$ cat src/hw/core_pkg.sv
`default_nettype none

package core_pkg;
    typedef logic [63:0] xlen_t;
    typedef logic [4:0]  reg_idx_t;
    typedef logic [2:0]  alu_op_t;
    typedef logic [1:0]  alu_src_t;
    typedef logic [1:0]  mem_size_t;
    typedef logic [7:0]  wmask_t;

    localparam alu_op_t alu_add  = 3'd0;
    localparam alu_op_t alu_sub  = 3'd1;
    localparam alu_op_t alu_sltu = 3'd2;
    localparam alu_op_t alu_sra  = 3'd3;
    localparam alu_op_t alu_eq   = 3'd4;  // 1 when operands equal

    // operand pairs
    localparam alu_src_t src_reg     = 2'd0;  // rs1, rs2
    localparam alu_src_t src_imm     = 2'd1;  // rs1, imm
    localparam alu_src_t src_pc_imm  = 2'd2;  // pc, imm
    localparam alu_src_t src_pc_four = 2'd3;  // pc, 4

    localparam mem_size_t size_byte   = 2'd0;
    localparam mem_size_t size_half   = 2'd1;
    localparam mem_size_t size_word   = 2'd2;
    localparam mem_size_t size_double = 2'd3;
endpackage

`default_nettype wire

$ cat src/hw/decode_if.sv
`timescale 1ns/1ps
`default_nettype none

interface decode_if;
    core_pkg::alu_op_t   alu_op;
    core_pkg::alu_src_t  alu_src;
    core_pkg::xlen_t     imm;
    core_pkg::reg_idx_t  rs1;
    core_pkg::reg_idx_t  rs2;
    core_pkg::reg_idx_t  rd;
    logic                reg_wen;
    logic                word_op;  // 32-bit result, sign-extended
    logic                mem_read;
    logic                mem_write;
    core_pkg::mem_size_t mem_size;
    logic                load_unsigned;
    logic                branch;
    logic                jump;     // jal and jalr
    logic                jalr;
    logic                illegal;
    logic                ebreak;

    modport decoder (
        output alu_op, alu_src, imm, rs1, rs2, rd, reg_wen, word_op,
               mem_read, mem_write, mem_size, load_unsigned,
               branch, jump, jalr, illegal, ebreak
    );

    modport datapath (
        input  alu_op, alu_src, imm, rs1, rs2, rd, reg_wen, word_op,
               mem_read, mem_write, mem_size, load_unsigned,
               branch, jump, jalr, illegal, ebreak
    );
endinterface

`default_nettype wire

$ cat src/hw/reg_file.sv
`timescale 1ns/1ps
`default_nettype none

module reg_file (
    input  wire                  clk,
    input  wire                  rst_n,
    decode_if.datapath           dec,
    input  wire core_pkg::xlen_t wb_data,
    input  wire                  halt,
    output core_pkg::xlen_t      rs1_data,
    output core_pkg::xlen_t      rs2_data
);
    core_pkg::xlen_t regs [31:1];  // x0 not stored

    assign rs1_data = (dec.rs1 == '0) ? '0 : regs[dec.rs1];
    assign rs2_data = (dec.rs2 == '0) ? '0 : regs[dec.rs2];

    always_ff @(posedge clk) begin
        if (!rst_n) begin
            for (int i = 1; i < 32; i++)
                regs[i] <= '0;
        end else if (dec.reg_wen && !halt && dec.rd != '0) begin
            regs[dec.rd] <= wb_data;
        end
    end
endmodule

`default_nettype wire

$ cat src/flat_wrapper.sv
// flat-port wrapper written by rule: the top's interface ports become plain ports
module reg_file_flat 
  (clk, rst_n, wb_data, halt, rs1_data, rs2_data, dec_alu_op, dec_alu_src, dec_imm, dec_rs1, dec_rs2, dec_rd, dec_reg_wen, dec_word_op, dec_mem_read, dec_mem_write, dec_mem_size, dec_load_unsigned, dec_branch, dec_jump, dec_jalr, dec_illegal, dec_ebreak);
  decode_if dec_i ();
  input  wire clk;
  input  wire rst_n;
  input  wire core_pkg::xlen_t wb_data;
  input  wire halt;
  output core_pkg::xlen_t rs1_data;
  output core_pkg::xlen_t rs2_data;
  input wire logic [$bits(dec_i.alu_op)-1:0] dec_alu_op;
  input wire logic [$bits(dec_i.alu_src)-1:0] dec_alu_src;
  input wire logic [$bits(dec_i.imm)-1:0] dec_imm;
  input wire logic [$bits(dec_i.rs1)-1:0] dec_rs1;
  input wire logic [$bits(dec_i.rs2)-1:0] dec_rs2;
  input wire logic [$bits(dec_i.rd)-1:0] dec_rd;
  input wire logic [$bits(dec_i.reg_wen)-1:0] dec_reg_wen;
  input wire logic [$bits(dec_i.word_op)-1:0] dec_word_op;
  input wire logic [$bits(dec_i.mem_read)-1:0] dec_mem_read;
  input wire logic [$bits(dec_i.mem_write)-1:0] dec_mem_write;
  input wire logic [$bits(dec_i.mem_size)-1:0] dec_mem_size;
  input wire logic [$bits(dec_i.load_unsigned)-1:0] dec_load_unsigned;
  input wire logic [$bits(dec_i.branch)-1:0] dec_branch;
  input wire logic [$bits(dec_i.jump)-1:0] dec_jump;
  input wire logic [$bits(dec_i.jalr)-1:0] dec_jalr;
  input wire logic [$bits(dec_i.illegal)-1:0] dec_illegal;
  input wire logic [$bits(dec_i.ebreak)-1:0] dec_ebreak;
  assign dec_i.alu_op = dec_alu_op;
  assign dec_i.alu_src = dec_alu_src;
  assign dec_i.imm = dec_imm;
  assign dec_i.rs1 = dec_rs1;
  assign dec_i.rs2 = dec_rs2;
  assign dec_i.rd = dec_rd;
  assign dec_i.reg_wen = dec_reg_wen;
  assign dec_i.word_op = dec_word_op;
  assign dec_i.mem_read = dec_mem_read;
  assign dec_i.mem_write = dec_mem_write;
  assign dec_i.mem_size = dec_mem_size;
  assign dec_i.load_unsigned = dec_load_unsigned;
  assign dec_i.branch = dec_branch;
  assign dec_i.jump = dec_jump;
  assign dec_i.jalr = dec_jalr;
  assign dec_i.illegal = dec_illegal;
  assign dec_i.ebreak = dec_ebreak;
  reg_file u_core (.clk(clk), .rst_n(rst_n), .dec(dec_i), .wb_data(wb_data), .halt(halt), .rs1_data(rs1_data), .rs2_data(rs2_data));
endmodule
$ cat config.mk
export PLATFORM = sky130hd
export DESIGN_NAME = reg_file_flat
export DESIGN_NICKNAME = d
export VERILOG_FILES = /design/src/hw/core_pkg.sv /design/src/hw/decode_if.sv /design/src/hw/reg_file.sv /design/src/flat_wrapper.sv
export SDC_FILE = /design/constraint.sdc
export NUM_CORES = 2
export LEC_CHECK = 0
export ABC_CLOCK_PERIOD_IN_PS = 5750
export BUFFER_PORTS_ARGS = -buffer_cell sky130_fd_sc_hd__buf_2
export CAP_MARGIN = 10
export CORE_MARGIN = 2
export CORE_UTILIZATION = 42
export DETAILED_ROUTE_END_ITERATION = 8
export HOLD_SLACK_MARGIN = 0.1
export PLACE_DENSITY = 0.58
export SLEW_MARGIN = 40
export SYNTH_ARGS = -nofsm -noshare
export SYNTH_HDL_FRONTEND = slang
export SYNTH_SLANG_ARGS = --single-unit
$ cat constraint.sdc
create_clock -name clk -period 5.75 [get_ports clk]
set_clock_uncertainty 0.2 [all_clocks]
set_input_delay 0.2875 -clock clk [delete_from_list [all_inputs] [get_ports clk]]
set_output_delay 0.2875 -clock clk [all_outputs]
set_load 0.05 [all_outputs]
# == Word-level counts from Yosys, hierarchy flattened ==
# Memory sizes are Yosys's and may differ from the RTL's.
# Cells that the tools add are included.
# word_totals
ff_bits,0
ram_bits,1984
word_cells,17
memories,1
# memory_table
memory,depth,width,read_ports,rd_clocked_by_memory_dff,wr,line_no,source
u_core.regs,31,64,2,0,31,reg_file.sv:13,core_pkg::xlen_t regs [31:1];
# op_classes
n_mux,9
n_reduce_logical,7
# op_table
cell,count
$mux W64,3
$reduce_or A64 Y1,1
$logic_not A5 Y1,2
$mux W1,5
$mux W5,1
$reduce_bool A5 Y1,1
$logic_and A1 B1 Y1,2
$logic_not A1 Y1,1

# == Longest topological paths before layout ==
# logic_depth
depth_word,8
mapped_depth,10

# == Least setup slack after synthesis ==
# OpenSTA, ideal clock, no wires.
# synth_path
path_kind,input to register
start,in halt
end,"mem u_core.regs[30][0] (netlist name), enable pin"
setup_ps,575
arrival_time_ps,5430
required_time_ps,4975
path_slack_ps,-455
cell_stages,4
path_buffers,1
path_cell_list,and3b_1 -> nand3b_1 -> clkbuf_1 -> o21ai_0
# synth_lines
element,line_no,source
"start, declared",flat_wrapper.sv:8,input wire halt;
"end, declared",reg_file.sv:13,

==> impl_metrics.json <==
{
  "status": "finished clean",
  "drc": 0,
  "syn_area_um2": 108000,
  "die-area_um2": 262000,
  "largest_reg_flops": 2048,
  "ant_nets": 0,
  "track_usage_pct": 30.4,
  "synth-seq-cells": 2048,
  "largest_register": "u_core.regs",
  "tightest_slew_ns": 0.969,
  "holdBufCountCts": 69,
  "h-tree-depth": 4,
  "die_x_um": 512,
  "worstSetupEndpointType": "flop",
  "syn_to_final_growth_pct": 13.2,
  "synth_edf_count": 2048,
  "wl_met1_um": 154000,
  "num_rows": 186,
  "start_util_pct": 42.2,
  "dr_wl_met3_um": 46400,
  "wire_per_inst_um": 37.9,
  "vias_per_cell": 6.52,
  "crit_arrival_ns": 4.85,
  "design.core.area_um2": 256000,
  "slew_viol_final": 0,
  "met2_length_um": 186000,
  "power.density_nw_per_um2": 304,
  "multi_input_area_um2": 44100,
  "cts_setup_buffers": 0,
  "tns_ns": 0,
  "clockBufferDepth": 3,
  "ys_warn_count": 0,
  "highest_layer": "met5",
  "clkTransAtPathRegs_ns": 0.06,
  "fin_ws_ns": 1.46,
  "slew_headroom_pct": 35.2,
  "fill_cells": 21800,
  "worstSetupPathType": "in -> reg",
  "regArea_um2": 61500,
  "dp_hpwl_um": 228000,
  "grt_pass1_wl_um": 554000,
  "finalWirelength_um": 403000,
  "chipHeight_um": 512,
  "ys_seq_area_share_pct": 56.8,
  "dp_slack_ns": 1.18,
  "drv_cap": 0,
  "netlist-cell-type-count": 52,
  "final_common_cell": "edfxtp_1",
  "final_nets": 7167,
  "drtIter0Drc": 11300,
  "final_cell_mix": "edfxtp_1 (2,048), and2_1 (1,985), mux4_2 (924), mux2i_1 (376), clkbuf_16 (225)",
  "period_share_pct": 74.6,
  "synthArstFlopShare_pct": 0,
  "crit_required_ns": 6.32,
  "reg_top3": "u_core.regs x2048",
  "syn_avg_cell_area_um2": 15.6,
  "leakage_nw": 42.7,
  "p_total_mw": 37.2,
  "period_minus_slack_ns": 4.29,
  "rsz0062_at_grt": "false",
  "cts_buffers": 224,
  "syn_inst": 6932,
  "gp_congestion": 0.829,
  "max_freq_ghz": 0.233,
  "io_pins": 291,
  "place_area_um2": 114000,
  "drive_gt1_share_pct": 26.2,
  "root_buffer": "clkbuf_16",
  "dr.pass1.iters": 6,
  "port_buffers": 210,
  "grt_max_degree": 112,
  "crit_fanout": 39,
  "cts_tree": "yes",
  "clock-sinks": 2048,
  "hold_viol_final": 0,
  "hp-class": "in -> reg",
  "overflow": 0,
  "vias": 69300,
  "ctsResizeCount": 0,
  "antenna_found_initial": 72,
  "start_kind": "input pin",
  "vdd_drop_max_uv": 311,
  "synth_flop_cell": "edfxtp_1",
  "grt_pass1_vias": 68800,
  "setup-violations-final": 0,
  "finalInstanceArea_um2": 123000
}
## synth_stat cells, types with 44 or more instances
master | number | area [um2]
a211o_1 | 76 | 666
a21o_1 | 44 | 330
a22o_1 | 77 | 674
a22oi_1 | 54 | 405
and2_1 | 1986 | 12400
buf_2 | 95 | 475
buf_4 | 66 | 495
clkbuf_1 | 542 | 2030
edfxtp_1 | 2048 | 61500
mux2_2 | 68 | 766
mux2i_1 | 376 | 3760
mux4_2 | 924 | 20800
o221ai_1 | 112 | 981
o22ai_1 | 56 | 350
## per-layer routing
metal,global-route usage [%],vias up
met1,42.1,36600
li1,-,27100
met3,6.21,903
met5,0,-
met4,11.7,16
met2,47.4,4693
## where the power goes
group,internal [mW],switching (mW)
sequential,17.2,0.394
clock,8.41,6.34
combinational,1.83,2.99
total,27.5,9.72
## final timing paths
check	endpoint	from	slack, ns	depth (start not counted)
worst max-delay path	u_core.regs[18][4]	rst_n	1.46	9
worst min-delay path	u_core.regs[0][6]	wb_data[6]	0.20	2
## metrics by stage
| stage | hold WS [ns] | utilization [%] | instances |
|---|---|---|---|
| after global placement | 0.565 | 44.3 | 10100 |
| after detailed placement | 0.576 | 44.5 | 10100 |
| after global routing | 0.212 | 47.7 | 10600 |
| final | 0.198 | 47.8 | 10600 |
| after floorplan | 0.186 | - | 6995 |
| after CTS | 0.149 | 47.7 | 10600 |
## critical path: stages
cell and delay (ns):
dlygate4sd3_1 0.64, buf_6 0.55, and3b_1 0.36, nand3b_1 0.62
buf_4 0.45, nor3_2 0.20, buf_4 0.55, buf_4 0.82
and2_1 0.23
## area by class of cell
class	count	share of cell area (%)
clock buffer	279	4.76
multi-input combinational	4175	36.0
inverter	3	0.0153
tap	3384	3.46
clock inverter	139	1.27
timing repair buffer	552	4.20
sequential	2048	50.2
antenna	41	0.0837
## logic make-up after synthesis
family          Yosys count  share of synthesized area (%)
compound gates          579                           4.16
simple gates           2164                           12.4
other cells               1                        0.00347
buf+inv                 772                           3.22
flops                  2048                           56.8
mux                    1368                           23.4
No activity file was read; power rests on OpenSTA's default activity.
