### src/hw/core_pkg.sv
`default_nettype none

package core_pkg;
    typedef logic [63:0] xlen_t;
    typedef logic [4:0]  reg_idx_t;
    typedef logic [2:0]  alu_op_t;
    typedef logic [1:0]  alu_src_t;
    typedef logic [1:0]  mem_size_t;
    typedef logic [7:0]  wmask_t;

    localparam alu_op_t alu_add  = 3'd0;
    localparam alu_op_t alu_sub  = 3'd1;
    localparam alu_op_t alu_sltu = 3'd2;
    localparam alu_op_t alu_sra  = 3'd3;
    localparam alu_op_t alu_eq   = 3'd4;  // 1 when operands equal

    // operand pairs
    localparam alu_src_t src_reg     = 2'd0;  // rs1, rs2
    localparam alu_src_t src_imm     = 2'd1;  // rs1, imm
    localparam alu_src_t src_pc_imm  = 2'd2;  // pc, imm
    localparam alu_src_t src_pc_four = 2'd3;  // pc, 4

    localparam mem_size_t size_byte   = 2'd0;
    localparam mem_size_t size_half   = 2'd1;
    localparam mem_size_t size_word   = 2'd2;
    localparam mem_size_t size_double = 2'd3;
endpackage

`default_nettype wire

### src/hw/isa_pkg.sv
`default_nettype none

package isa_pkg;
    typedef logic [6:0]  opcode_t;
    typedef logic [2:0]  funct3_t;
    typedef logic [6:0]  funct7_t;
    typedef logic [31:0] inst_t;

    localparam int rd_lsb     = 7;
    localparam int funct3_lsb = 12;
    localparam int rs1_lsb    = 15;
    localparam int rs2_lsb    = 20;
    localparam int funct7_lsb = 25;

    localparam opcode_t op_reg    = 7'b0110011;
    localparam opcode_t op_imm    = 7'b0010011;
    localparam opcode_t op_reg_w  = 7'b0111011;
    localparam opcode_t op_imm_w  = 7'b0011011;
    localparam opcode_t op_load   = 7'b0000011;
    localparam opcode_t op_store  = 7'b0100011;
    localparam opcode_t op_jal    = 7'b1101111;
    localparam opcode_t op_jalr   = 7'b1100111;
    localparam opcode_t op_lui    = 7'b0110111;
    localparam opcode_t op_auipc  = 7'b0010111;
    localparam opcode_t op_branch = 7'b1100011;

    localparam funct3_t funct3_add  = 3'b000;  // add, sub, addi, addw, addiw
    localparam funct3_t funct3_sltu = 3'b011;
    localparam funct3_t funct3_sra  = 3'b101;
    localparam funct3_t funct3_lw   = 3'b010;
    localparam funct3_t funct3_ld   = 3'b011;
    localparam funct3_t funct3_lbu  = 3'b100;
    localparam funct3_t funct3_sd   = 3'b011;
    localparam funct3_t funct3_sh   = 3'b001;
    localparam funct3_t funct3_jalr = 3'b000;
    localparam funct3_t funct3_beq  = 3'b000;
    localparam funct3_t funct3_bne  = 3'b001;

    localparam funct7_t funct7_add  = 7'b0000000;
    localparam funct7_t funct7_sub  = 7'b0100000;
    localparam funct7_t funct7_srai = 7'b0100000;  // bit 0 is shamt[5] on rv64

    localparam inst_t ebreak_word = 32'h0010_0073;
endpackage

`default_nettype wire
### src/hw/decode_if.sv
`timescale 1ns/1ps
`default_nettype none

interface decode_if;
    core_pkg::alu_op_t   alu_op;
    core_pkg::alu_src_t  alu_src;
    core_pkg::xlen_t     imm;
    core_pkg::reg_idx_t  rs1;
    core_pkg::reg_idx_t  rs2;
    core_pkg::reg_idx_t  rd;
    logic                reg_wen;
    logic                word_op;  // 32-bit result, sign-extended
    logic                mem_read;
    logic                mem_write;
    core_pkg::mem_size_t mem_size;
    logic                load_unsigned;
    logic                branch;
    logic                jump;     // jal and jalr
    logic                jalr;
    logic                illegal;
    logic                ebreak;

    modport decoder (
        output alu_op, alu_src, imm, rs1, rs2, rd, reg_wen, word_op,
               mem_read, mem_write, mem_size, load_unsigned,
               branch, jump, jalr, illegal, ebreak
    );

    modport datapath (
        input  alu_op, alu_src, imm, rs1, rs2, rd, reg_wen, word_op,
               mem_read, mem_write, mem_size, load_unsigned,
               branch, jump, jalr, illegal, ebreak
    );
endinterface

`default_nettype wire

### src/hw/inst_decoder.sv
`timescale 1ns/1ps
`default_nettype none

module inst_decoder (
    input  wire isa_pkg::inst_t imem_data,
    decode_if.decoder           dec
);
    isa_pkg::opcode_t opcode;
    isa_pkg::funct3_t funct3;
    isa_pkg::funct7_t funct7;
    core_pkg::xlen_t  imm_i;
    core_pkg::xlen_t  imm_s;
    core_pkg::xlen_t  imm_b;
    core_pkg::xlen_t  imm_u;
    core_pkg::xlen_t  imm_j;

    assign opcode = imem_data[6:0];
    assign funct3 = imem_data[isa_pkg::funct3_lsb +: 3];
    assign funct7 = imem_data[isa_pkg::funct7_lsb +: 7];

    assign imm_i = {{52{imem_data[31]}}, imem_data[31:20]};
    assign imm_s = {{52{imem_data[31]}}, imem_data[31:25], imem_data[11:7]};
    assign imm_b = {{52{imem_data[31]}}, imem_data[7], imem_data[30:25],
                    imem_data[11:8], 1'b0};
    assign imm_u = {{32{imem_data[31]}}, imem_data[31:12], 12'b0};
    assign imm_j = {{44{imem_data[31]}}, imem_data[19:12], imem_data[20],
                    imem_data[30:21], 1'b0};

    always_comb begin
        dec.alu_op        = core_pkg::alu_add;
        dec.alu_src       = core_pkg::src_reg;
        dec.imm           = imm_i;
        dec.rs1           = imem_data[isa_pkg::rs1_lsb +: 5];
        dec.rs2           = imem_data[isa_pkg::rs2_lsb +: 5];
        dec.rd            = imem_data[isa_pkg::rd_lsb +: 5];
        dec.reg_wen       = 1'b0;
        dec.word_op       = 1'b0;
        dec.mem_read      = 1'b0;
        dec.mem_write     = 1'b0;
        dec.mem_size      = core_pkg::size_double;
        dec.load_unsigned = 1'b0;
        dec.branch        = 1'b0;
        dec.jump          = 1'b0;
        dec.jalr          = 1'b0;
        dec.illegal       = 1'b0;
        dec.ebreak        = 1'b0;

        case (opcode)
            isa_pkg::op_reg: begin
                dec.reg_wen = 1'b1;
                if (funct3 != isa_pkg::funct3_add)
                    dec.illegal = 1'b1;
                else if (funct7 == isa_pkg::funct7_sub)
                    dec.alu_op = core_pkg::alu_sub;
                else if (funct7 != isa_pkg::funct7_add)
                    dec.illegal = 1'b1;
            end
            isa_pkg::op_imm: begin
                dec.reg_wen = 1'b1;
                dec.alu_src = core_pkg::src_imm;
                case (funct3)
                    isa_pkg::funct3_add:  dec.alu_op = core_pkg::alu_add;
                    isa_pkg::funct3_sltu: dec.alu_op = core_pkg::alu_sltu;
                    isa_pkg::funct3_sra: begin
                        dec.alu_op = core_pkg::alu_sra;  // shamt in imm[5:0]
                        if (funct7[6:1] != isa_pkg::funct7_srai[6:1])
                            dec.illegal = 1'b1;
                    end
                    default: dec.illegal = 1'b1;
                endcase
            end
            isa_pkg::op_reg_w: begin
                dec.reg_wen = 1'b1;
                dec.word_op = 1'b1;
                if (funct3 != isa_pkg::funct3_add || funct7 != isa_pkg::funct7_add)
                    dec.illegal = 1'b1;
            end
            isa_pkg::op_imm_w: begin
                dec.reg_wen = 1'b1;
                dec.word_op = 1'b1;
                dec.alu_src = core_pkg::src_imm;
                if (funct3 != isa_pkg::funct3_add)
                    dec.illegal = 1'b1;
            end
            isa_pkg::op_load: begin
                dec.reg_wen  = 1'b1;
                dec.mem_read = 1'b1;
                dec.alu_src  = core_pkg::src_imm;
                case (funct3)
                    isa_pkg::funct3_lw: dec.mem_size = core_pkg::size_word;
                    isa_pkg::funct3_ld: dec.mem_size = core_pkg::size_double;
                    isa_pkg::funct3_lbu: begin
                        dec.mem_size      = core_pkg::size_byte;
                        dec.load_unsigned = 1'b1;
                    end
                    default: dec.illegal = 1'b1;
                endcase
            end
            isa_pkg::op_store: begin
                dec.mem_write = 1'b1;
                dec.alu_src   = core_pkg::src_imm;
                dec.imm       = imm_s;
                case (funct3)
                    isa_pkg::funct3_sd: dec.mem_size = core_pkg::size_double;
                    isa_pkg::funct3_sh: dec.mem_size = core_pkg::size_half;
                    default:            dec.illegal  = 1'b1;
                endcase
            end
            isa_pkg::op_jal: begin
                dec.reg_wen = 1'b1;
                dec.jump    = 1'b1;
                dec.alu_src = core_pkg::src_pc_four;  // link value
                dec.imm     = imm_j;
            end
            isa_pkg::op_jalr: begin
                dec.reg_wen = 1'b1;
                dec.jump    = 1'b1;
                dec.jalr    = 1'b1;
                dec.alu_src = core_pkg::src_pc_four;
                if (funct3 != isa_pkg::funct3_jalr)
                    dec.illegal = 1'b1;
            end
            isa_pkg::op_lui: begin
                dec.reg_wen = 1'b1;
                dec.rs1     = '0;  // x0 + imm
                dec.alu_src = core_pkg::src_imm;
                dec.imm     = imm_u;
            end
            isa_pkg::op_auipc: begin
                dec.reg_wen = 1'b1;
                dec.alu_src = core_pkg::src_pc_imm;
                dec.imm     = imm_u;
            end
            isa_pkg::op_branch: begin
                dec.branch = 1'b1;
                dec.imm    = imm_b;
                case (funct3)
                    isa_pkg::funct3_beq: dec.alu_op  = core_pkg::alu_eq;
                    isa_pkg::funct3_bne: dec.alu_op  = core_pkg::alu_sub;
                    default:             dec.illegal = 1'b1;
                endcase
            end
            default: begin
                if (imem_data == isa_pkg::ebreak_word)
                    dec.ebreak = 1'b1;
                else
                    dec.illegal = 1'b1;
            end
        endcase

        // no side effects from a bad encoding
        if (dec.illegal) begin
            dec.reg_wen   = 1'b0;
            dec.mem_read  = 1'b0;
            dec.mem_write = 1'b0;
            dec.branch    = 1'b0;
            dec.jump      = 1'b0;
            dec.jalr      = 1'b0;
        end
    end
endmodule

`default_nettype wire

### src/flat_wrapper.sv
// flat-port wrapper written by rule: the top's interface ports become plain ports
module inst_decoder_flat 
  (imem_data, dec_alu_op, dec_alu_src, dec_imm, dec_rs1, dec_rs2, dec_rd, dec_reg_wen, dec_word_op, dec_mem_read, dec_mem_write, dec_mem_size, dec_load_unsigned, dec_branch, dec_jump, dec_jalr, dec_illegal, dec_ebreak);
  decode_if dec_i ();
  input  wire isa_pkg::inst_t imem_data;
  output wire logic [$bits(dec_i.alu_op)-1:0] dec_alu_op;
  output wire logic [$bits(dec_i.alu_src)-1:0] dec_alu_src;
  output wire logic [$bits(dec_i.imm)-1:0] dec_imm;
  output wire logic [$bits(dec_i.rs1)-1:0] dec_rs1;
  output wire logic [$bits(dec_i.rs2)-1:0] dec_rs2;
  output wire logic [$bits(dec_i.rd)-1:0] dec_rd;
  output wire logic [$bits(dec_i.reg_wen)-1:0] dec_reg_wen;
  output wire logic [$bits(dec_i.word_op)-1:0] dec_word_op;
  output wire logic [$bits(dec_i.mem_read)-1:0] dec_mem_read;
  output wire logic [$bits(dec_i.mem_write)-1:0] dec_mem_write;
  output wire logic [$bits(dec_i.mem_size)-1:0] dec_mem_size;
  output wire logic [$bits(dec_i.load_unsigned)-1:0] dec_load_unsigned;
  output wire logic [$bits(dec_i.branch)-1:0] dec_branch;
  output wire logic [$bits(dec_i.jump)-1:0] dec_jump;
  output wire logic [$bits(dec_i.jalr)-1:0] dec_jalr;
  output wire logic [$bits(dec_i.illegal)-1:0] dec_illegal;
  output wire logic [$bits(dec_i.ebreak)-1:0] dec_ebreak;
  assign dec_alu_op = dec_i.alu_op;
  assign dec_alu_src = dec_i.alu_src;
  assign dec_imm = dec_i.imm;
  assign dec_rs1 = dec_i.rs1;
  assign dec_rs2 = dec_i.rs2;
  assign dec_rd = dec_i.rd;
  assign dec_reg_wen = dec_i.reg_wen;
  assign dec_word_op = dec_i.word_op;
  assign dec_mem_read = dec_i.mem_read;
  assign dec_mem_write = dec_i.mem_write;
  assign dec_mem_size = dec_i.mem_size;
  assign dec_load_unsigned = dec_i.load_unsigned;
  assign dec_branch = dec_i.branch;
  assign dec_jump = dec_i.jump;
  assign dec_jalr = dec_i.jalr;
  assign dec_illegal = dec_i.illegal;
  assign dec_ebreak = dec_i.ebreak;
  inst_decoder u_core (.imem_data(imem_data), .dec(dec_i));
endmodule
### config.mk
export PLATFORM = sky130hd
export DESIGN_NAME = inst_decoder_flat
export DESIGN_NICKNAME = d
export VERILOG_FILES = /design/src/hw/core_pkg.sv /design/src/hw/isa_pkg.sv /design/src/hw/decode_if.sv /design/src/hw/inst_decoder.sv /design/src/flat_wrapper.sv
export SDC_FILE = /design/constraint.sdc
export NUM_CORES = 1
export LEC_CHECK = 0
export BUFFER_PORTS_ARGS = -buffer_cell sky130_fd_sc_hd__buf_2
export CAP_MARGIN = 15
export CORE_ASPECT_RATIO = 1.5
export CORE_MARGIN = 5
export CORE_UTILIZATION = 25
export DETAILED_ROUTE_END_ITERATION = 12
export PLACE_DENSITY = 0.57
export SYNTH_ARGS = -nofsm -noshare
export SYNTH_HDL_FRONTEND = slang
export SYNTH_SLANG_ARGS = --single-unit
### constraint.sdc
create_clock -name vclk -period 1.26
set_input_delay 0 -clock vclk [all_inputs]
set_output_delay 0 -clock vclk [all_outputs]
set_load 0.01 [all_outputs]
# Yosys cells after proc, flatten, opt, wreduce, memory -nomap -nowiden
# Cells that the tools add are included.
# W data, S select, Z words.
[word_totals]
inputBits = 32
elab_cells = 75
out_inout_bits = 96
register_bits = 0
[op_classes]
n_eq_ne = 19
reduce_logical = 16
n_mux = 40
[op_table]
columns = ["cell", "count"]
rows = [
  ["$pmux W31 S4", 1],
  ["$eq A7 B6 Y1 const B", 5],
  ["$eq A32 B21 Y1 const B", 1],
  ["$mux W1", 28],
  ["$eq A7 B5 Y1 const B", 3],
  ["$eq A7 B7 Y1 const B", 3],
  ["$reduce_or A2 Y1", 7],
  ["$pmux W2 S2", 3],
  ["$reduce_or A11 Y1", 1],
  ["$pmux W3 S3", 1],
  ["$reduce_or A9 Y1", 1],
  ["$pmux W1 S8", 1],
  ["$eq A7 B2 Y1 const B", 1],
  ["$reduce_bool A7 Y1", 1],
  ["$eq A3 B2 Y1 const B", 2],
  ["$eq A3 B3 Y1 const B", 2],
  ["$ne A6 B5 Y1 const B", 1],
  ["$pmux W2 S3", 1],
  ["$pmux W3 S2", 1],
  ["$reduce_or A3 Y1", 2],
  ["$mux W5", 1],
  ["$reduce_or A5 Y1", 1],
  ["$eq A3 B1 Y1 const B", 1],
  ["$logic_not A3 Y1", 1],
  ["5 further kinds", 5],
]

# Logic depth before layout (Yosys ltp)
[logic_depth]
word_depth = 6
mapped_depth = 6
depth_no_buf = 5

# Worst setup path before layout
# Ideal clock, no wire load.
[synth_timing]
path_type = "in2out"
startpoint = "input port imem_data[16]"
endpoint = "output port dec_illegal"
n_path_buf = 0
arrival_ps = 1310
cell_stages = 5
t_required_ps = 1260
setup_slack_ps = -50
cell_sequence = "or4_1 -> nor4_1 -> nand4_1 -> nor3_1 -> o21ba_1"
[synth_via]
elab_chain_len = 3
[synth_rtl]
columns = ["element", "line_no", "rtl"]
rows = [
  ["from (decl)", "flat_wrapper.sv:5", "input wire isa_pkg::inst_t imem_data;"],
  ["$eq A32 B21 Y1", "inst_decoder.sv:144", "if (imem_data == isa_pkg::ebreak_word)"],
  ["$mux W1", "inst_decoder.sv:144", ""],
  ["$pmux W1 S8", "inst_decoder.sv:48", "case (opcode)"],
  ["to (decl)", "flat_wrapper.sv:21", "output wire logic [$bits(dec_i.illegal)-1:0] dec_illegal;"],
]
# Every way passes these cells.

# Final worst setup path
[layout_timing]
startpoint = "input port imem_data[4]"
endpoint = "output port dec_illegal"
[layout_via]
elab_chain_len = 3
elab_cells_between_ends = 16
classes_between = "12 x eq/ne; 2 x mux; 2 x reduce/logical"
[layout_rtl]
columns = ["element", "line_no"]
rows = [
  ["$eq A32 B21 Y1 (tied with other cells)", "inst_decoder.sv:144"],
  ["$mux W1 (tied with other cells)", "inst_decoder.sv:144"],
  ["$pmux W1 S8 *", "inst_decoder.sv:48"],
]
# Mark *: on every way between the ends. The rest lies on a longest branch, timed or not.

==> run_results.csv <==
group,metric,value,unit
pwr,powerDensity,295,nW/um^2
setup_path,critical_path.n_buffers_inverters,3,
pwr,p_seq_share,0,%
setup_path,path_cells,"buf_12 > buf_4 > or3b_1 > nand4_1 > o22ai_2 > or2_4 > o21ba_1 > buf_2",
detailed_routing,first_pass_iters,4,
pwr,comb_power_share,100.0,%
finish,seq_cells,0,
logic_synthesis,yosysWarnings,0,
status,status,"complete, but fails checks",
setup_path,worstPathArrival,1.44,ns
hold_path,worstHoldPathType,"in2out",
logic_synthesis,synth_compound_area_share,24.1,%
timing,fin_crit,1.44,ns
pwr,clkPwrFrac,0,%
placement,hpwl,4550,um
global_route,grt_max_degree,20,
detailed_routing,vias,1855,
pwr,p_sw,0.000362,W
timing,final-hold-violation-count,0,
timing,worst_pin_slew,0.468,ns
global_route,grt_pass1_wl,8740,um
global_route,grt_pass1_vias,1817,
setup_path,worstPathRequired,1.26,ns
pwr,p_int,0.000375,W
global_route,antenna_found_initial,0,
clock_network,cts_hold_buf,0,
detailed_routing,drtIter0Drc,61,
setup_path,crit_path_end_kind,"output port",
detailed_routing,vias_per_cell,4.58,
pwr,total_leakage_power,1.38,nW
logic_synthesis,ys_seq_area_share,0,%
detailed_routing,drc,0,
placement,io_buffers,128,
timing,drv_slew,0,
floorplan,core_area,5160,um^2
timing,finalCritPeriodShare,115,%
logic_synthesis,synth_cell_types,48,
logic_synthesis,synth-xor-area-share,1.98,%
timing,setup_viol,8,
pwr,ir_worst_vdd,97.0,uV
finish,nets,371,
floorplan,start_util,25.7,%
logic_synthesis,synth_top_family_by_area,"simple AND/OR/NAND/NOR gates",
finish,area_growth,88.2,%
floorplan,die_h,99.2,um
timing,slew_headroom,68.7,%
finish,diodes,0,
timing,holdWs,0.223,ns
logic_synthesis,syn_nets,221,
detailed_routing,wire_per_inst,14.2,um
floorplan,std_cell_rows,32,
timing,rsz0062_at_grt,"true",
floorplan,die_area,6890,um^2
placement,gp_congestion,0.812,
detailed_routing,postRouteAntennaNets,0,
setup_path,critPathMaxStageDelay,0.36,ns
global_route,gr-total-overflow,0,
floorplan,die_x,69.5,um
pwr,swShare,49.1,%
pwr,p_total,0.000738,W
status,violations,"negative setup slack",
logic_synthesis,synth_mux_area_share,0,%
setup_path,slowest_stage,"or3b_1",
global_route,grtUsageTotal,14.7,%
floorplan,ioPinCount,128,
finish,regArea,0,um^2
logic_synthesis,syn_area,1330,um^2
setup_path,critPathMaxFanout,5,
timing,finalSetupTns,-1.09,ns
detailed_routing,wl,5740,um
finish,fillers,542,
setup_path,cp-start-kind,"primary input",
finish,drive_above_1_share,70.6,%
logic_synthesis,synthCells,189,
setup_path,crit_family,"simple AND/OR/NAND/NOR gates",
timing,worst_slack,-0.184,ns
flow_run,cap_violations,0,
placement,dp_cells,381,
finish,clock_buffers,0,
setup_path,critPathKind,"in2out",
logic_synthesis,yosys.area_share.adder,0,%
logic_synthesis,synthSimpleGateAreaFrac,42.3,%
placement,dpl_worst_slack,-0.293,ns
timing,max_clock_freq,0.693,GHz
logic_synthesis,synth.avg_cell_area,7.02,um^2
finish,fin_cells,405,
## final cells by class
type / instances / area (um^2) / area share, %
inverters: 6 / 22.5 / 0.902
multi-input cells: 129 / 1040 / 41.7
well taps: 68 / 85.1 / 3.41
repair buffers: 202 / 1350 / 54.0
## cell usage after synthesis, types with 2 or more instances
master | number | area share [%]
buf_2 | 3 | 1.1
o21ai_0 | 4 | 1.5
or4_1 | 2 | 1.1
and2_1 | 5 | 2.4
a31oi_1 | 2 | 0.94
a21o_1 | 19 | 11
a22o_1 | 4 | 2.6
nor2_1 | 12 | 3.4
buf_6 | 3 | 2.5
and4_1 | 2 | 1.3
nor2b_1 | 6 | 2.8
nor4_2 | 4 | 3.8
xor2_1 | 3 | 2.0
nand4_1 | 3 | 1.4
nor3_1 | 9 | 3.4
nor3_2 | 4 | 3.0
nand3_1 | 2 | 0.75
inv_1 | 6 | 1.7
nor4_1 | 4 | 1.9
o22ai_1 | 3 | 1.4
nand2_1 | 11 | 3.1
nand2b_1 | 5 | 2.4
buf_4 | 45 | 25
or3b_1 | 2 | 1.3
clkbuf_1 | 3 | 0.85
## path summary, 6_finish.rpt
kind,from,end,slack (ns),depth (start not counted)
worst max-delay path,imem_data[4],dec_illegal,-0.18,8
worst min-delay path,imem_data[11],dec_rd[4],0.22,2
## what timing repair did
action,CTS,global route
pin swaps,10,9
cloned,0,1
gates resized for setup,33,31
setup endpoints to repair,30,25
setup buffers,13,11
## layout by cell type (no fill, tap or decap), types with 5 or more instances in the layout
cell type  netlist  final
buf_2            3    114
buf_4           45     64
nor2_1          12     11
inv_1            6      5
nor3_2           4      5
nor3_1           9      5
nor2b_1          6      5
and2_1           5      5
nand2_1         11      8
a21o_1          19     19
buf_6            3     19
## metrics by stage
stage / util (%) / cell area (um^2)
2_1_floorplan: - / 1330
3_3_place_gp: 39.4 / 2030
3_5_place_dp: 39.4 / 2030
4_1_cts: 43.8 / 2260
5_1_grt: 48.3 / 2500
6_report: 48.3 / 2500
## cells by family after synthesis
kind of cell | count (synthesis)
AO/OA/AOI/OAI | 42
XOR/XNOR | 3
buffers and inverters | 60
AND/OR/NAND/NOR | 84
## power by group through the flow
stage	Clock, W	Combinational, W	Sequential [W]
final	0	0.000738	0
after global routing	0	0.000800	0
after CTS	0	0.000678	0
after detailed placement	0	0.000618	0
after global placement	0	0.000612	0
after floorplan	0	0.000368	0
## routing by layer
layer	vias to the layer above	GRT usage, %	wire, um
li1	931	-	-
met1	858	16.6	2090
met2	62	30.7	3300
met3	4	1.52	310
met4	0	0	31
met5	-	0	0
Power figures use the tool's default switching activity.
