**src/hw/core_pkg.sv**
```systemverilog
`default_nettype none

package core_pkg;
    typedef logic [63:0] xlen_t;
    typedef logic [4:0]  reg_idx_t;
    typedef logic [2:0]  alu_op_t;
    typedef logic [1:0]  alu_src_t;
    typedef logic [1:0]  mem_size_t;
    typedef logic [7:0]  wmask_t;

    localparam alu_op_t alu_add  = 3'd0;
    localparam alu_op_t alu_sub  = 3'd1;
    localparam alu_op_t alu_sltu = 3'd2;
    localparam alu_op_t alu_sra  = 3'd3;
    localparam alu_op_t alu_eq   = 3'd4;  // 1 when operands equal

    // operand pairs
    localparam alu_src_t src_reg     = 2'd0;  // rs1, rs2
    localparam alu_src_t src_imm     = 2'd1;  // rs1, imm
    localparam alu_src_t src_pc_imm  = 2'd2;  // pc, imm
    localparam alu_src_t src_pc_four = 2'd3;  // pc, 4

    localparam mem_size_t size_byte   = 2'd0;
    localparam mem_size_t size_half   = 2'd1;
    localparam mem_size_t size_word   = 2'd2;
    localparam mem_size_t size_double = 2'd3;
endpackage

`default_nettype wire

```
**src/hw/decode_if.sv**
```systemverilog
`timescale 1ns/1ps
`default_nettype none

interface decode_if;
    core_pkg::alu_op_t   alu_op;
    core_pkg::alu_src_t  alu_src;
    core_pkg::xlen_t     imm;
    core_pkg::reg_idx_t  rs1;
    core_pkg::reg_idx_t  rs2;
    core_pkg::reg_idx_t  rd;
    logic                reg_wen;
    logic                word_op;  // 32-bit result, sign-extended
    logic                mem_read;
    logic                mem_write;
    core_pkg::mem_size_t mem_size;
    logic                load_unsigned;
    logic                branch;
    logic                jump;     // jal and jalr
    logic                jalr;
    logic                illegal;
    logic                ebreak;

    modport decoder (
        output alu_op, alu_src, imm, rs1, rs2, rd, reg_wen, word_op,
               mem_read, mem_write, mem_size, load_unsigned,
               branch, jump, jalr, illegal, ebreak
    );

    modport datapath (
        input  alu_op, alu_src, imm, rs1, rs2, rd, reg_wen, word_op,
               mem_read, mem_write, mem_size, load_unsigned,
               branch, jump, jalr, illegal, ebreak
    );
endinterface

`default_nettype wire

```
**src/hw/mem_access.sv**
```systemverilog
`timescale 1ns/1ps
`default_nettype none

module mem_access (
    decode_if.datapath           dec,
    input  wire core_pkg::xlen_t addr,
    input  wire core_pkg::xlen_t rs2_data,
    input  wire                  halt,
    input  wire core_pkg::xlen_t dmem_rdata,
    output core_pkg::xlen_t      dmem_addr,
    output core_pkg::xlen_t      dmem_wdata,
    output core_pkg::wmask_t     dmem_wmask,
    output logic                 dmem_wen,
    output logic                 dmem_ren,
    output core_pkg::xlen_t      load_data
);
    logic [2:0]       byte_off;
    core_pkg::wmask_t lane_mask;
    core_pkg::xlen_t  rdata_sh;

    assign byte_off   = addr[2:0];
    assign dmem_addr  = {addr[63:3], 3'b000};
    assign dmem_wdata = rs2_data << {byte_off, 3'b000};  // into byte lanes
    assign dmem_wen   = dec.mem_write && !halt;
    assign dmem_ren   = dec.mem_read && !halt;
    assign dmem_wmask = dmem_wen ? lane_mask : '0;
    assign rdata_sh   = dmem_rdata >> {byte_off, 3'b000};

    always_comb begin
        case (dec.mem_size)
            core_pkg::size_byte: lane_mask = 8'h01 << byte_off;
            core_pkg::size_half: lane_mask = 8'h03 << byte_off;
            core_pkg::size_word: lane_mask = 8'h0f << byte_off;
            default:             lane_mask = 8'hff;
        endcase
    end

    always_comb begin
        case (dec.mem_size)
            core_pkg::size_byte:
                load_data = {{56{rdata_sh[7] & ~dec.load_unsigned}}, rdata_sh[7:0]};
            core_pkg::size_half:
                load_data = {{48{rdata_sh[15] & ~dec.load_unsigned}}, rdata_sh[15:0]};
            core_pkg::size_word:
                load_data = {{32{rdata_sh[31] & ~dec.load_unsigned}}, rdata_sh[31:0]};
            default:
                load_data = rdata_sh;
        endcase
    end
endmodule

`default_nettype wire

```
**src/flat_wrapper.sv**
```systemverilog
// flat-port wrapper written by rule: the top's interface ports become plain ports
module mem_access_flat 
  (addr, rs2_data, halt, dmem_rdata, dmem_addr, dmem_wdata, dmem_wmask, dmem_wen, dmem_ren, load_data, dec_alu_op, dec_alu_src, dec_imm, dec_rs1, dec_rs2, dec_rd, dec_reg_wen, dec_word_op, dec_mem_read, dec_mem_write, dec_mem_size, dec_load_unsigned, dec_branch, dec_jump, dec_jalr, dec_illegal, dec_ebreak);
  decode_if dec_i ();
  input  wire core_pkg::xlen_t addr;
  input  wire core_pkg::xlen_t rs2_data;
  input  wire halt;
  input  wire core_pkg::xlen_t dmem_rdata;
  output core_pkg::xlen_t dmem_addr;
  output core_pkg::xlen_t dmem_wdata;
  output core_pkg::wmask_t dmem_wmask;
  output logic dmem_wen;
  output logic dmem_ren;
  output core_pkg::xlen_t load_data;
  input wire logic [$bits(dec_i.alu_op)-1:0] dec_alu_op;
  input wire logic [$bits(dec_i.alu_src)-1:0] dec_alu_src;
  input wire logic [$bits(dec_i.imm)-1:0] dec_imm;
  input wire logic [$bits(dec_i.rs1)-1:0] dec_rs1;
  input wire logic [$bits(dec_i.rs2)-1:0] dec_rs2;
  input wire logic [$bits(dec_i.rd)-1:0] dec_rd;
  input wire logic [$bits(dec_i.reg_wen)-1:0] dec_reg_wen;
  input wire logic [$bits(dec_i.word_op)-1:0] dec_word_op;
  input wire logic [$bits(dec_i.mem_read)-1:0] dec_mem_read;
  input wire logic [$bits(dec_i.mem_write)-1:0] dec_mem_write;
  input wire logic [$bits(dec_i.mem_size)-1:0] dec_mem_size;
  input wire logic [$bits(dec_i.load_unsigned)-1:0] dec_load_unsigned;
  input wire logic [$bits(dec_i.branch)-1:0] dec_branch;
  input wire logic [$bits(dec_i.jump)-1:0] dec_jump;
  input wire logic [$bits(dec_i.jalr)-1:0] dec_jalr;
  input wire logic [$bits(dec_i.illegal)-1:0] dec_illegal;
  input wire logic [$bits(dec_i.ebreak)-1:0] dec_ebreak;
  assign dec_i.alu_op = dec_alu_op;
  assign dec_i.alu_src = dec_alu_src;
  assign dec_i.imm = dec_imm;
  assign dec_i.rs1 = dec_rs1;
  assign dec_i.rs2 = dec_rs2;
  assign dec_i.rd = dec_rd;
  assign dec_i.reg_wen = dec_reg_wen;
  assign dec_i.word_op = dec_word_op;
  assign dec_i.mem_read = dec_mem_read;
  assign dec_i.mem_write = dec_mem_write;
  assign dec_i.mem_size = dec_mem_size;
  assign dec_i.load_unsigned = dec_load_unsigned;
  assign dec_i.branch = dec_branch;
  assign dec_i.jump = dec_jump;
  assign dec_i.jalr = dec_jalr;
  assign dec_i.illegal = dec_illegal;
  assign dec_i.ebreak = dec_ebreak;
  mem_access u_core (.dec(dec_i), .addr(addr), .rs2_data(rs2_data), .halt(halt), .dmem_rdata(dmem_rdata), .dmem_addr(dmem_addr), .dmem_wdata(dmem_wdata), .dmem_wmask(dmem_wmask), .dmem_wen(dmem_wen), .dmem_ren(dmem_ren), .load_data(load_data));
endmodule
```
**config.mk**
```make
export PLATFORM = sky130hd
export DESIGN_NAME = mem_access_flat
export DESIGN_NICKNAME = d
export VERILOG_FILES = /design/src/hw/core_pkg.sv /design/src/hw/decode_if.sv /design/src/hw/mem_access.sv /design/src/flat_wrapper.sv
export SDC_FILE = /design/constraint.sdc
export NUM_CORES = 1
export LEC_CHECK = 0
export BUFFER_PORTS_ARGS = -buffer_cell sky130_fd_sc_hd__buf_2
export CORE_AREA = 2 2 193 195
export DETAILED_ROUTE_END_ITERATION = 10
export DIE_AREA = 0 0 195 197
export PLACE_DENSITY_LB_ADDON = 0.3
export SLEW_MARGIN = 20
export SYNTH_ARGS = -nofsm -noshare
export SYNTH_HDL_FRONTEND = slang
export SYNTH_SLANG_ARGS = --single-unit
```
**constraint.sdc**
```tcl
create_clock -name vclk -period 4.1
set_clock_uncertainty 0.2 [all_clocks]
set_input_delay 0.82 -clock vclk [all_inputs]
set_output_delay 0.82 -clock vclk [all_outputs]
set_load 0.005 [all_outputs]
```
======== After elaboration in Yosys (flattened, before gate mapping) ========
Cells that the tools add are included.
storage, ports and cells
  input bits .............................. 289
  logic and storage cells ................. 18
  output and inout port bits .............. 202
  flip-flop bits (word level) ............. 0
operators by class
  equal/unequal tests ..................... 2
  reductions and logical operators ........ 4
  bitwise logic cells ..................... 4
  multiplexer cells ....................... 3
  shift operators ......................... 5
operators with widths
  cell                   number
  $pmux W64 S3           1
  $shl A64 B6 Y64        1
  $shr A64 B6 Y64        1
  $pmux W8 S3            1
  $mux W8                1
  $shl A1 B3 Y8 const A  1
  $shl A2 B3 Y8 const A  1
  $shl A4 B3 Y8 const A  1
  $and A1 B1 Y1          3
  $eq A2 B1 Y1 const B   1
  $eq A2 B2 Y1 const B   1
  $logic_and A1 B1 Y1    2
  $logic_not A2 Y1       1
  $logic_not A1 Y1       1
  $not A1 Y1             1

======== Logic depth before layout (Yosys ltp) ========
Gate-level depths: netlist (run 1).
  depth after elaboration ................. 3
  mapped depth ............................ 8
  mapped depth without buffers ............ 6

======== Worst setup path after synthesis (run 1) ========
Ideal clock, no wire load.
  path type ............................... in2out
  start point ............................. input port addr[0]
  end point ............................... output port load_data[26]
  cell stages on the path ................. 6
  buffers on the path ..................... 2
  data required time ...................... 3080 ps
  path slack .............................. 963 ps
  arrival time ............................ 2117 ps
  cell sequence ........................... buf_2 buf_2 mux4_2 and2_1 o21ai_0 nand3_1
on the way
  longest elaborated chain between the ends .. 3
  elaborated cells between the ends (all ways) .. 4
  those cells by class .................... shift (1); mux (1); bitwise (2)
ends and longest elaborated chain
  what                              RTL line                            text
  from (decl)                       flat_wrapper.sv:5                   input wire core_pkg::xlen_t addr;
  $shr A64 B6 Y64 (*)               mem_access.sv:27                    assign rdata_sh = dmem_rdata >> {byte_off, 3'b000};
  $and A1 B1 Y1 (on tied branches)  mem_access.sv:43, mem_access.sv:41
  $pmux W64 S3 (*)                  mem_access.sv:39                    case (dec.mem_size)
  to (decl)                         flat_wrapper.sv:14                  output core_pkg::xlen_t load_data;
Mark *: on every way between the ends. The rest lies on a longest branch, timed or not.

======== Final worst setup path (run 1) ========
  start point ............................. input port addr[1]
  end point ............................... output port load_data[46]
on the way
  longest elaborated chain between the ends .. 3
  elaborated cells between the ends (all ways) .. 5
  those cells by class .................... shift (1); mux (1); bitwise (3)
ends and longest elaborated chain
  what                              RTL line
  $shr A64 B6 Y64 (*)               mem_access.sv:27
  $and A1 B1 Y1 (on tied branches)  mem_access.sv:45, mem_access.sv:41, mem_access.sv:43
  $pmux W64 S3 (*)                  mem_access.sv:39
Marked as above.

==> results of run 1 <==
## power groups by stage
stage / logic (mW) / clock network, mW / registers (mW)
4_1_cts: 0.766 / 0 / 0
3_5_place_dp: 0.763 / 0 / 0
2_1_floorplan: 0.464 / 0 / 0
6_report: 0.757 / 0 / 0
5_1_grt: 0.828 / 0 / 0
3_3_place_gp: 0.763 / 0 / 0
## per-stage QoR
stage          cell area [sq um]  instances
4_1_cts                     6320       1321
3_5_place_dp                6320       1321
3_3_place_gp                6320       1321
6_report                    6320       1321
5_1_grt                     6320       1321
2_1_floorplan               4910        684
## routing by layer
metal | vias to the layer above | global-route usage | share of wire
met2 | 296 | 0.215 | 0.46
met4 | 2 | 0.0393 | 0.037
met3 | 61 | 0.0222 | 0.076
met5 | - | 0 | 0.00062
li1 | 2752 | - | -
met1 | 2801 | 0.157 | 0.43
## cell usage after synthesis (8+ instances only)
master     count
o22ai_1       17
mux2_2        27
buf_4         83
nand2b_1       8
mux2i_1      107
nor2_1        72
buf_2         32
o2bb2ai_1     12
a21oi_1       27
nand4_1       32
nand3_1       13
clkbuf_1      16
o211ai_1      12
and2_1        12
mux4_2        26
o21ai_0       46
nand2_1       77
nor2b_1       15
## path summary, 6_finish.rpt
check      from       endpoint  cells after the start
max     addr[1]  load_data[46]                      7
min    addr[35]  dmem_addr[35]                      0
## area by class of cell
cell class,count,area (sq um)
fill,4257,29900
inverter,5,18.8
multi-input combinational,543,4030
tap,468,586
timing repair buffer,305,1690
## cell families (layout without fill, tap and decap cells)
group	after synthesis	count (layout)	share of synthesized area
AND/OR/NAND/NOR	241	241	0.228
multiplexers	161	161	0.403
buffers and inverters	141	310	0.184
AO/OA/AOI/OAI	133	133	0.171
adder cells (fa/ha/maj)	5	5	0.0128
other	1	3	0.000765
==> impl_results.md, run 1 <==
- Final worst path period need: 3730 ps
- Register area: 0 sq um
- Drt wl/cell: 19.5 um
- Post-DP HPWL: between 20 and 25 mm
- Die extent in y: 197 um
- Cts hold-fix bufs: 0
- Synth unique cells: 39
- Yosys top cell area share: 0.219
- Final hold viol count: 0
- Area grow syn2layout: 29.0%
- Sw power: approximately 0.41 mW
- Via Count: between 5000 and 6000
- Hold Crit Class: in -> out
- Grt total ovfl: 0
- Max_cap viols: 0
- Commonest cells after routing, fill and taps aside: buf_2 (272), mux2i_1 (107), nand2_1 (77)
- DRC Markers: 0
- Sequential share of the synthesized area: 0
- Crit path arrival time: ~2700 ps
- Setup violators final: 0
- Post-CTS setup buffer count: 0
- Util after Layout: 0.174
- Tcrit/Tclk final: 0.909
- Row Count: 70
- CP delay by family, top: buffers and inverters
- Top post-synthesis cells by area: mux2i_1 (22%), buf_4 (13%), mux4_2 (12%)
- Slew Limit Fails: 0
- CP cell instances: buf_6, mux2i_1, o2bb2ai_1, o2111ai_4, buf_4, nand4_1, buf_2
- Flop pwr share: 0
- FFs & Latches: 0
- Total Power: 0.757 mW
- Cts repair resizes: 0
- Buffers & Inverters on Critical Path: 3
- WS Path Type: in -> out
- Delay of the slowest cell on the worst path: 510 ps
- Dpl ws: approximately 360 ps
- Largest net degree at the start of global routing: 81
- Crit path launch type: primary input
- Port Buf Inserts: 275
- Run status: finished, final reports clean
- Detailed Routing Iterations Pass 1: 4
- Crit path setup slack, layout: 373 ps
- Mapped cell area: 0.00490 sq mm
- Final WL: 25.8 mm
- CLK BUF: 0
- Slowest cell on crit path: buf_4
- Post-DR vias/cell: 4.48
- Slew HR: 0.603
- Most common cell after layout, fill and taps aside: buf_2
- Die W: 195 um
- Lkg Pwr: 3.21 nW
- Clock share of power: 0
- Post-synth top area cell: mux2i_1
- GP Congestion: 0.841
- Hold Slack: roughly 1400 ps
- Combinational share of power: 1.000
- Top-Level Pins: 491
- P_int: 0.342 mW
- Post-synthesis cell count: 682
- Kind of end point of the critical path: output pin
- Switching Share: 0.548
- RSZ-0062 raised after global routing: false
- Worst-Margin Slew: between 500 and 600 ps
- Initial antenna violation count: 2
- Final nets: ~1100
- Core footprint: 0.0363 sq mm
- Gr usage total: 0.125
- Worst-path fanout max: 48
- Global-route wire length before repair: between 30 and 40 mm
- VDD IR max: 35.7 uV
- Initial Util: 0.135
- Iter 0 DRT Violations: 207
- Vias in the first global route: 5822
- Avg Cell Area, Syn: 7.19 sq um
- YS warnings: 0
- CP required: 3080 ps
- Die Footprint: about 0.038 sq mm
- Setup TNS: 0 ps
- DRT antenna net count: 0
- Diodes inserted: 0
- F_max: roughly 270 MHz
- Layout cells sized above 1: 0.431
- PwrDens: 120 mW/mm^2
Note: power is estimated with default switching activity, not from simulation.
==> run 2, diff against run 1 <==
Settings changed: BUFFER_PORTS_ARGS -buffer_cell sky130_fd_sc_hd__buf_2 to unset, DONT_BUFFER_PORTS set to 1.
==> run 2 against run 1 <==
Sequential share of layout area stayed put. Combinational power is 37% lower. Final cell count is 21% lower. Largest power group unchanged.
==> impl_results.md, run 2 (synthesis results as in run 1) <==
- Row Count: 70 (unchanged)
- Die Footprint: 0.0384 sq mm (unchanged)
- Die extent in y: 197 um (unchanged)
- Final WL: 24.8 mm (-3.6%)
- Kind of end point of the critical path: output pin
- Cts repair resizes: 0 (unchanged)
- Hold Path Sink: dmem_addr[35]
- WS Path Type: in -> out
- Drt wl/cell: 23.8 um (+22%)
- Slowest cell on crit path: nor2_1
- Buffers & Inverters on Critical Path: 2 (-1)
- Vias in the first global route: 4868 (-16%)
- Dpl ws: 484 ps (+126 ps)
- Final worst path period need: 3590 ps (-138 ps)
- Detailed Routing Iterations Pass 1: 4 (unchanged)
- Commonest cells after routing, fill and taps aside: mux2i_1 (107), nand2_1 (77), nor2_1 (72)
- Gr usage total: 0.120 (-0.00496)
- GP Congestion: 0.802 (-4.6%)
- PwrDens: 97.7 mW/mm^2 (-18%)
- Area grow syn2layout: -0.460%
- Register area: 0 sq um (unchanged)
- Delay of the slowest cell on the worst path: 490 ps (-20 ps)
- Final nets: 871 (-24%)
- Run status: finished, final reports clean
- RSZ-0062 raised after global routing: false
- Cts hold-fix bufs: 0 (unchanged)
- FFs & Latches: 0 (unchanged)
- Number of fill cells: 4256 (-0.023%)
- DRT antenna net count: 0 (unchanged)
- F_max: 279 MHz (+3.9%)
- Port Buf Inserts: 0 (-100%)
- Worst-path fanout max: 43 (-10%)
- Setup TNS: 0 ps (unchanged)
- Initial Util: 0.135 (unchanged)
- CLK BUF: 0 (unchanged)
- Hold Crit Class: in -> out
- Max_cap viols: 0 (unchanged)
- Crit path launch type: primary input
- CP delay by family, top: simple AND/OR/NAND/NOR gates
- DRC Markers: 0 (unchanged)
- Most common cell after layout, fill and taps aside: mux2i_1
- VDD IR max: 26.2 uV (-27%)
- Grt total ovfl: 0 (unchanged)
- Slew Limit Fails: 0 (unchanged)
- Post-CTS setup buffer count: 0 (unchanged)
- Post-DR vias/cell: 4.74 (+5.9%)
- Initial antenna violation count: 2 (unchanged)
- Via Count: 4946 (-16%)
- Lkg Pwr: 1.98 nW (-38%)
- Crit path setup slack, layout: 511 ps (+138 ps)
- Final hold viol count: 0 (unchanged)
- Crit. path cell count: 6 (-1)
- Top-Level Pins: 491 (unchanged)
- CP cell instances: ha_1, nor2_1, o2111ai_4, buf_12, nand4_1, buf_4
- Iter 0 DRT Violations: 137 (-34%)
- Crit path arrival time: 2570 ps (-140 ps)
- Global-route wire length before repair: 34.7 mm (-6.4%)
- Layout cells sized above 1: 0.157 (-0.275)
- Hold depth: 0 (unchanged)
- Core footprint: 0.0363 sq mm (unchanged)
- Die W: 195 um (unchanged)
- Worst-Margin Slew: 544 ps (-51.0 ps)
- Slew HR: 0.633 (+0.0301)
- Post-DP HPWL: 19.0 mm (-7.1%)
- Largest net degree at the start of global routing: 179 (+120%)
- Hold_sp: addr[35]
- Setup violators final: 0 (unchanged)
- Tcrit/Tclk final: 0.875 (-0.0337)
- CP required: 3080 ps (about the same)
## run 2: cell types whose count changed in the layout (fill, tap and decap cells not counted), sizes merged
cell	change
diode	+1
buf	-278
## run 2: final cells by class
type                            instances  area, sq um  area share
Multi-Input combinational cell        543         4030       0.826
Tap cell                              468          586       0.120
Timing Repair Buffer                   27          240      0.0492
Inverter                                5         18.8     0.00385
Antenna cell                            1         2.50    0.000513
## run 2: where the power goes
| group | total [mW] | internal, mW | switching (mW) |
|---|---|---|---|
| combinational | 0.477 | 0.221 | 0.256 |
| clock | 0.0000000327 | 0.0000000327 | 0 |
| sequential | 0 | 0 | 0 |
## run 2: through the flow
step	utilization	instance area, sq um	hold slack, ps	power, mW	cells
after floorplan	-	4910	1470	0.464	684
after global placement	0.134	4880	1440	0.485	1043
after detailed placement	0.134	4880	1440	0.486	1043
after CTS	0.134	4880	1440	0.487	1043
after global routing	0.135	4880	1440	0.524	1044
final	0.135	4880	1440	0.477	1044
## run 2: worst max path at each step
stage	to	slack [ps]	from
after floorplan	load_data[26]	960	addr[0]
after global placement	load_data[39]	500	dec_mem_size[0]
after detailed placement	load_data[39]	480	dec_mem_size[0]
after CTS	load_data[39]	480	dec_mem_size[0]
after global routing	load_data[37]	440	dec_mem_size[0]
final	load_data[41]	510	dec_mem_size[0]
## run 2: routing by layer
layer | global-route usage | vias up | part of all wire
li1 | - | 2206 | -
met1 | 0.136 | 2413 | 0.39
met2 | 0.219 | 278 | 0.49
met3 | 0.0317 | 49 | 0.092
met4 | 0.0345 | 0 | 0.034
met5 | 0 | - | 0
==> run 3, diff against run 2 <==
Settings changed: CORE_AREA 2 2 193 195 to 2 2 191 193, DIE_AREA 0 0 195 197 to 0 0 193 195.
Clock period 4.1 ns to 3.45 ns, I/O delays scaled along.
==> run 3 against run 2 <==
Hold slack worse by 260 ps. Count of clock-buffer cells in the layout unchanged. Power up 19%. Utilization up 0.37 points. Wire length down 1.8%. Sequential share of layout area unchanged. Global-route usage down 0.13 points. Cell area up 0.33%. Flip-flop and latch count unchanged. Setup slack worse by 180 ps. Critical path type unchanged.
==> impl_results.md, run 3 (synthesis results as in run 1) <==
- Post-DP Area: 0.00489 sq mm (+0.33%)
- Initial Util: 0.138 (+0.00330)
- Commonest cells after routing, fill and taps aside: mux2i_1 (107), nand2_1 (77), nor2_1 (72)
- Via Count: 4915 (-0.63%)
- Delay of the slowest cell on the worst path: 580 ps (+90 ps)
- FFs & Latches: 0 (unchanged)
- Hold Slack: 1180 ps (-260 ps)
- Slew Limit Fails: 0 (unchanged)
- Grt total ovfl: 0 (unchanged)
- Crit path arrival time: 2230 ps (-340 ps)
- Post-DP HPWL: 18.5 mm (-2.7%)
- Crit path setup slack, layout: 330 ps (-182 ps)
- Port Buf Inserts: 0 (unchanged)
- Die extent in y: 195 um (-1.0%)
- Fin area: 0.00489 sq mm (+0.33%)
- Layout cells sized above 1: 0.162 (+0.00583)
- Area grow syn2layout: -0.128%
- Tcrit/Tclk final: 0.904
- CLK BUF: 0 (unchanged)
- Register area: 0 sq um (unchanged)
- Critical Path Start: dec_mem_size[0]
- Die Footprint: 0.0376 sq mm (-2.0%)
- Core footprint: 0.0354 sq mm (-2.4%)
- Iter 0 DRT Violations: 156 (+14%)
- Vias in the first global route: 4927 (+1.2%)
- DRC Markers: 0 (unchanged)
- F_max: 320 MHz
- Kind of end point of the critical path: output pin
- Setup violators final: 0 (unchanged)
- Worst setup path end: load_data[9]
- Row Count: 69 (-1.4%)
- Final hold viol count: 0 (unchanged)
- Most common cell after layout, fill and taps aside: mux2i_1
- Initial antenna violation count: 1 (-1)
- CP required: 2560 ps (-520 ps)
- Dpl ws: 371 ps (-113 ps)
- Hold Crit Class: in -> out
- Top-Level Pins: 491 (unchanged)
- Global-route wire length before repair: 33.4 mm (-3.9%)
- Detailed Routing Iterations Pass 1: 4 (unchanged)
- GP Congestion: 0.819 (+2.1%)
- Final worst path period need: 3120 ps
- DRT antenna net count: 0 (unchanged)
- WS Path Type: in -> out
- Max_cap viols: 0 (unchanged)
- Number of fill cells: 4130 (-3.0%)
- Final WL: 24.4 mm (-1.8%)
- Run status: finished, final reports clean
- VDD IR max: 29.0 uV (+11%)
- Final nets: 875 (+0.46%)
- Setup TNS: 0 ps (unchanged)
- Drt wl/cell: 23.4 um (-1.5%)
- Slew HR: 0.536 (-0.0968)
- Slowest cell on crit path: o21ai_0
- Gr usage total: 0.118 (-0.00129)
- Lkg Pwr: 2.00 nW (+0.86%)
- Cts repair resizes: 0 (unchanged)
- Worst-path fanout max: 13 (-70%)
- Post-DR vias/cell: 4.72 (-0.34%)
- Die W: 193 um (-1.0%)
- CP cell instances: ha_1, or2_2, nor2_1, buf_4, o21ai_0
- PwrDens: 116 mW/mm^2 (+18%)
- Total Power: 0.566 mW (+19%)
- Cts hold-fix bufs: 0 (unchanged)
- Crit path launch type: primary input
- RSZ-0062 raised after global routing: false
- Post-CTS setup buffer count: 0 (unchanged)
- Worst-Margin Slew: 688 ps (+144 ps)
- Largest net degree at the start of global routing: 179 (unchanged)
run 3: cell types whose count changed in the layout (fill, tap and decap cells not counted):
cell and change:
buf_4 +4, nor2b_2 +1, nor2b_4 -1
run 3: power breakdown:
| part | switching, mW | total, mW | internal [mW] |
|---|---|---|---|
| clock | 0 | 0.0000000390 | 0.0000000390 |
| combinational | 0.303 | 0.566 | 0.264 |
| sequential | 0 | 0 | 0 |
run 3: metal layers:
metal	global-route usage	up-vias	share of wire
li1	-	2199	-
met1	0.132	2363	0.38
met2	0.212	300	0.48
met3	0.0300	53	0.10
met4	0.0480	0	0.041
met5	0	-	0
run 3: per-stage QoR:
| step | util | std cells |
|---|---|---|
| 2_1_floorplan | - | 684 |
| 3_3_place_gp | 0.138 | 1040 |
| 3_5_place_dp | 0.138 | 1040 |
| 4_1_cts | 0.138 | 1040 |
| 5_1_grt | 0.138 | 1041 |
| 6_report | 0.138 | 1041 |
run 3: how the worst min path moves through the flow:
stage	startpoint	to	slack, ps	cells after the start
after floorplan	halt	dmem_ren	1210	1
after CTS	addr[13]	dmem_addr[13]	1180	0
after global placement	addr[13]	dmem_addr[13]	1180	0
final	addr[40]	dmem_addr[40]	1180	0
after global routing	addr[46]	dmem_addr[46]	1180	0
after detailed placement	addr[13]	dmem_addr[13]	1180	0
run 3: final cells by class:
cell class | count | area, sq um | area share
multi-input combinational | 543 | 4030 | 0.823
tap | 461 | 577 | 0.118
timing repair buffer | 31 | 270 | 0.0552
inverter | 5 | 18.8 | 0.00383
antenna | 1 | 2.50 | 0.000511
run 3: worst max-delay path: cells and delay by family:
kind                     cells  cell delay (ps)
AO/OA/AOI/OAI                1              580
buffers and inverters        1              210
adder cells (fa/ha/maj)      1              270
AND/OR/NAND/NOR              2              470
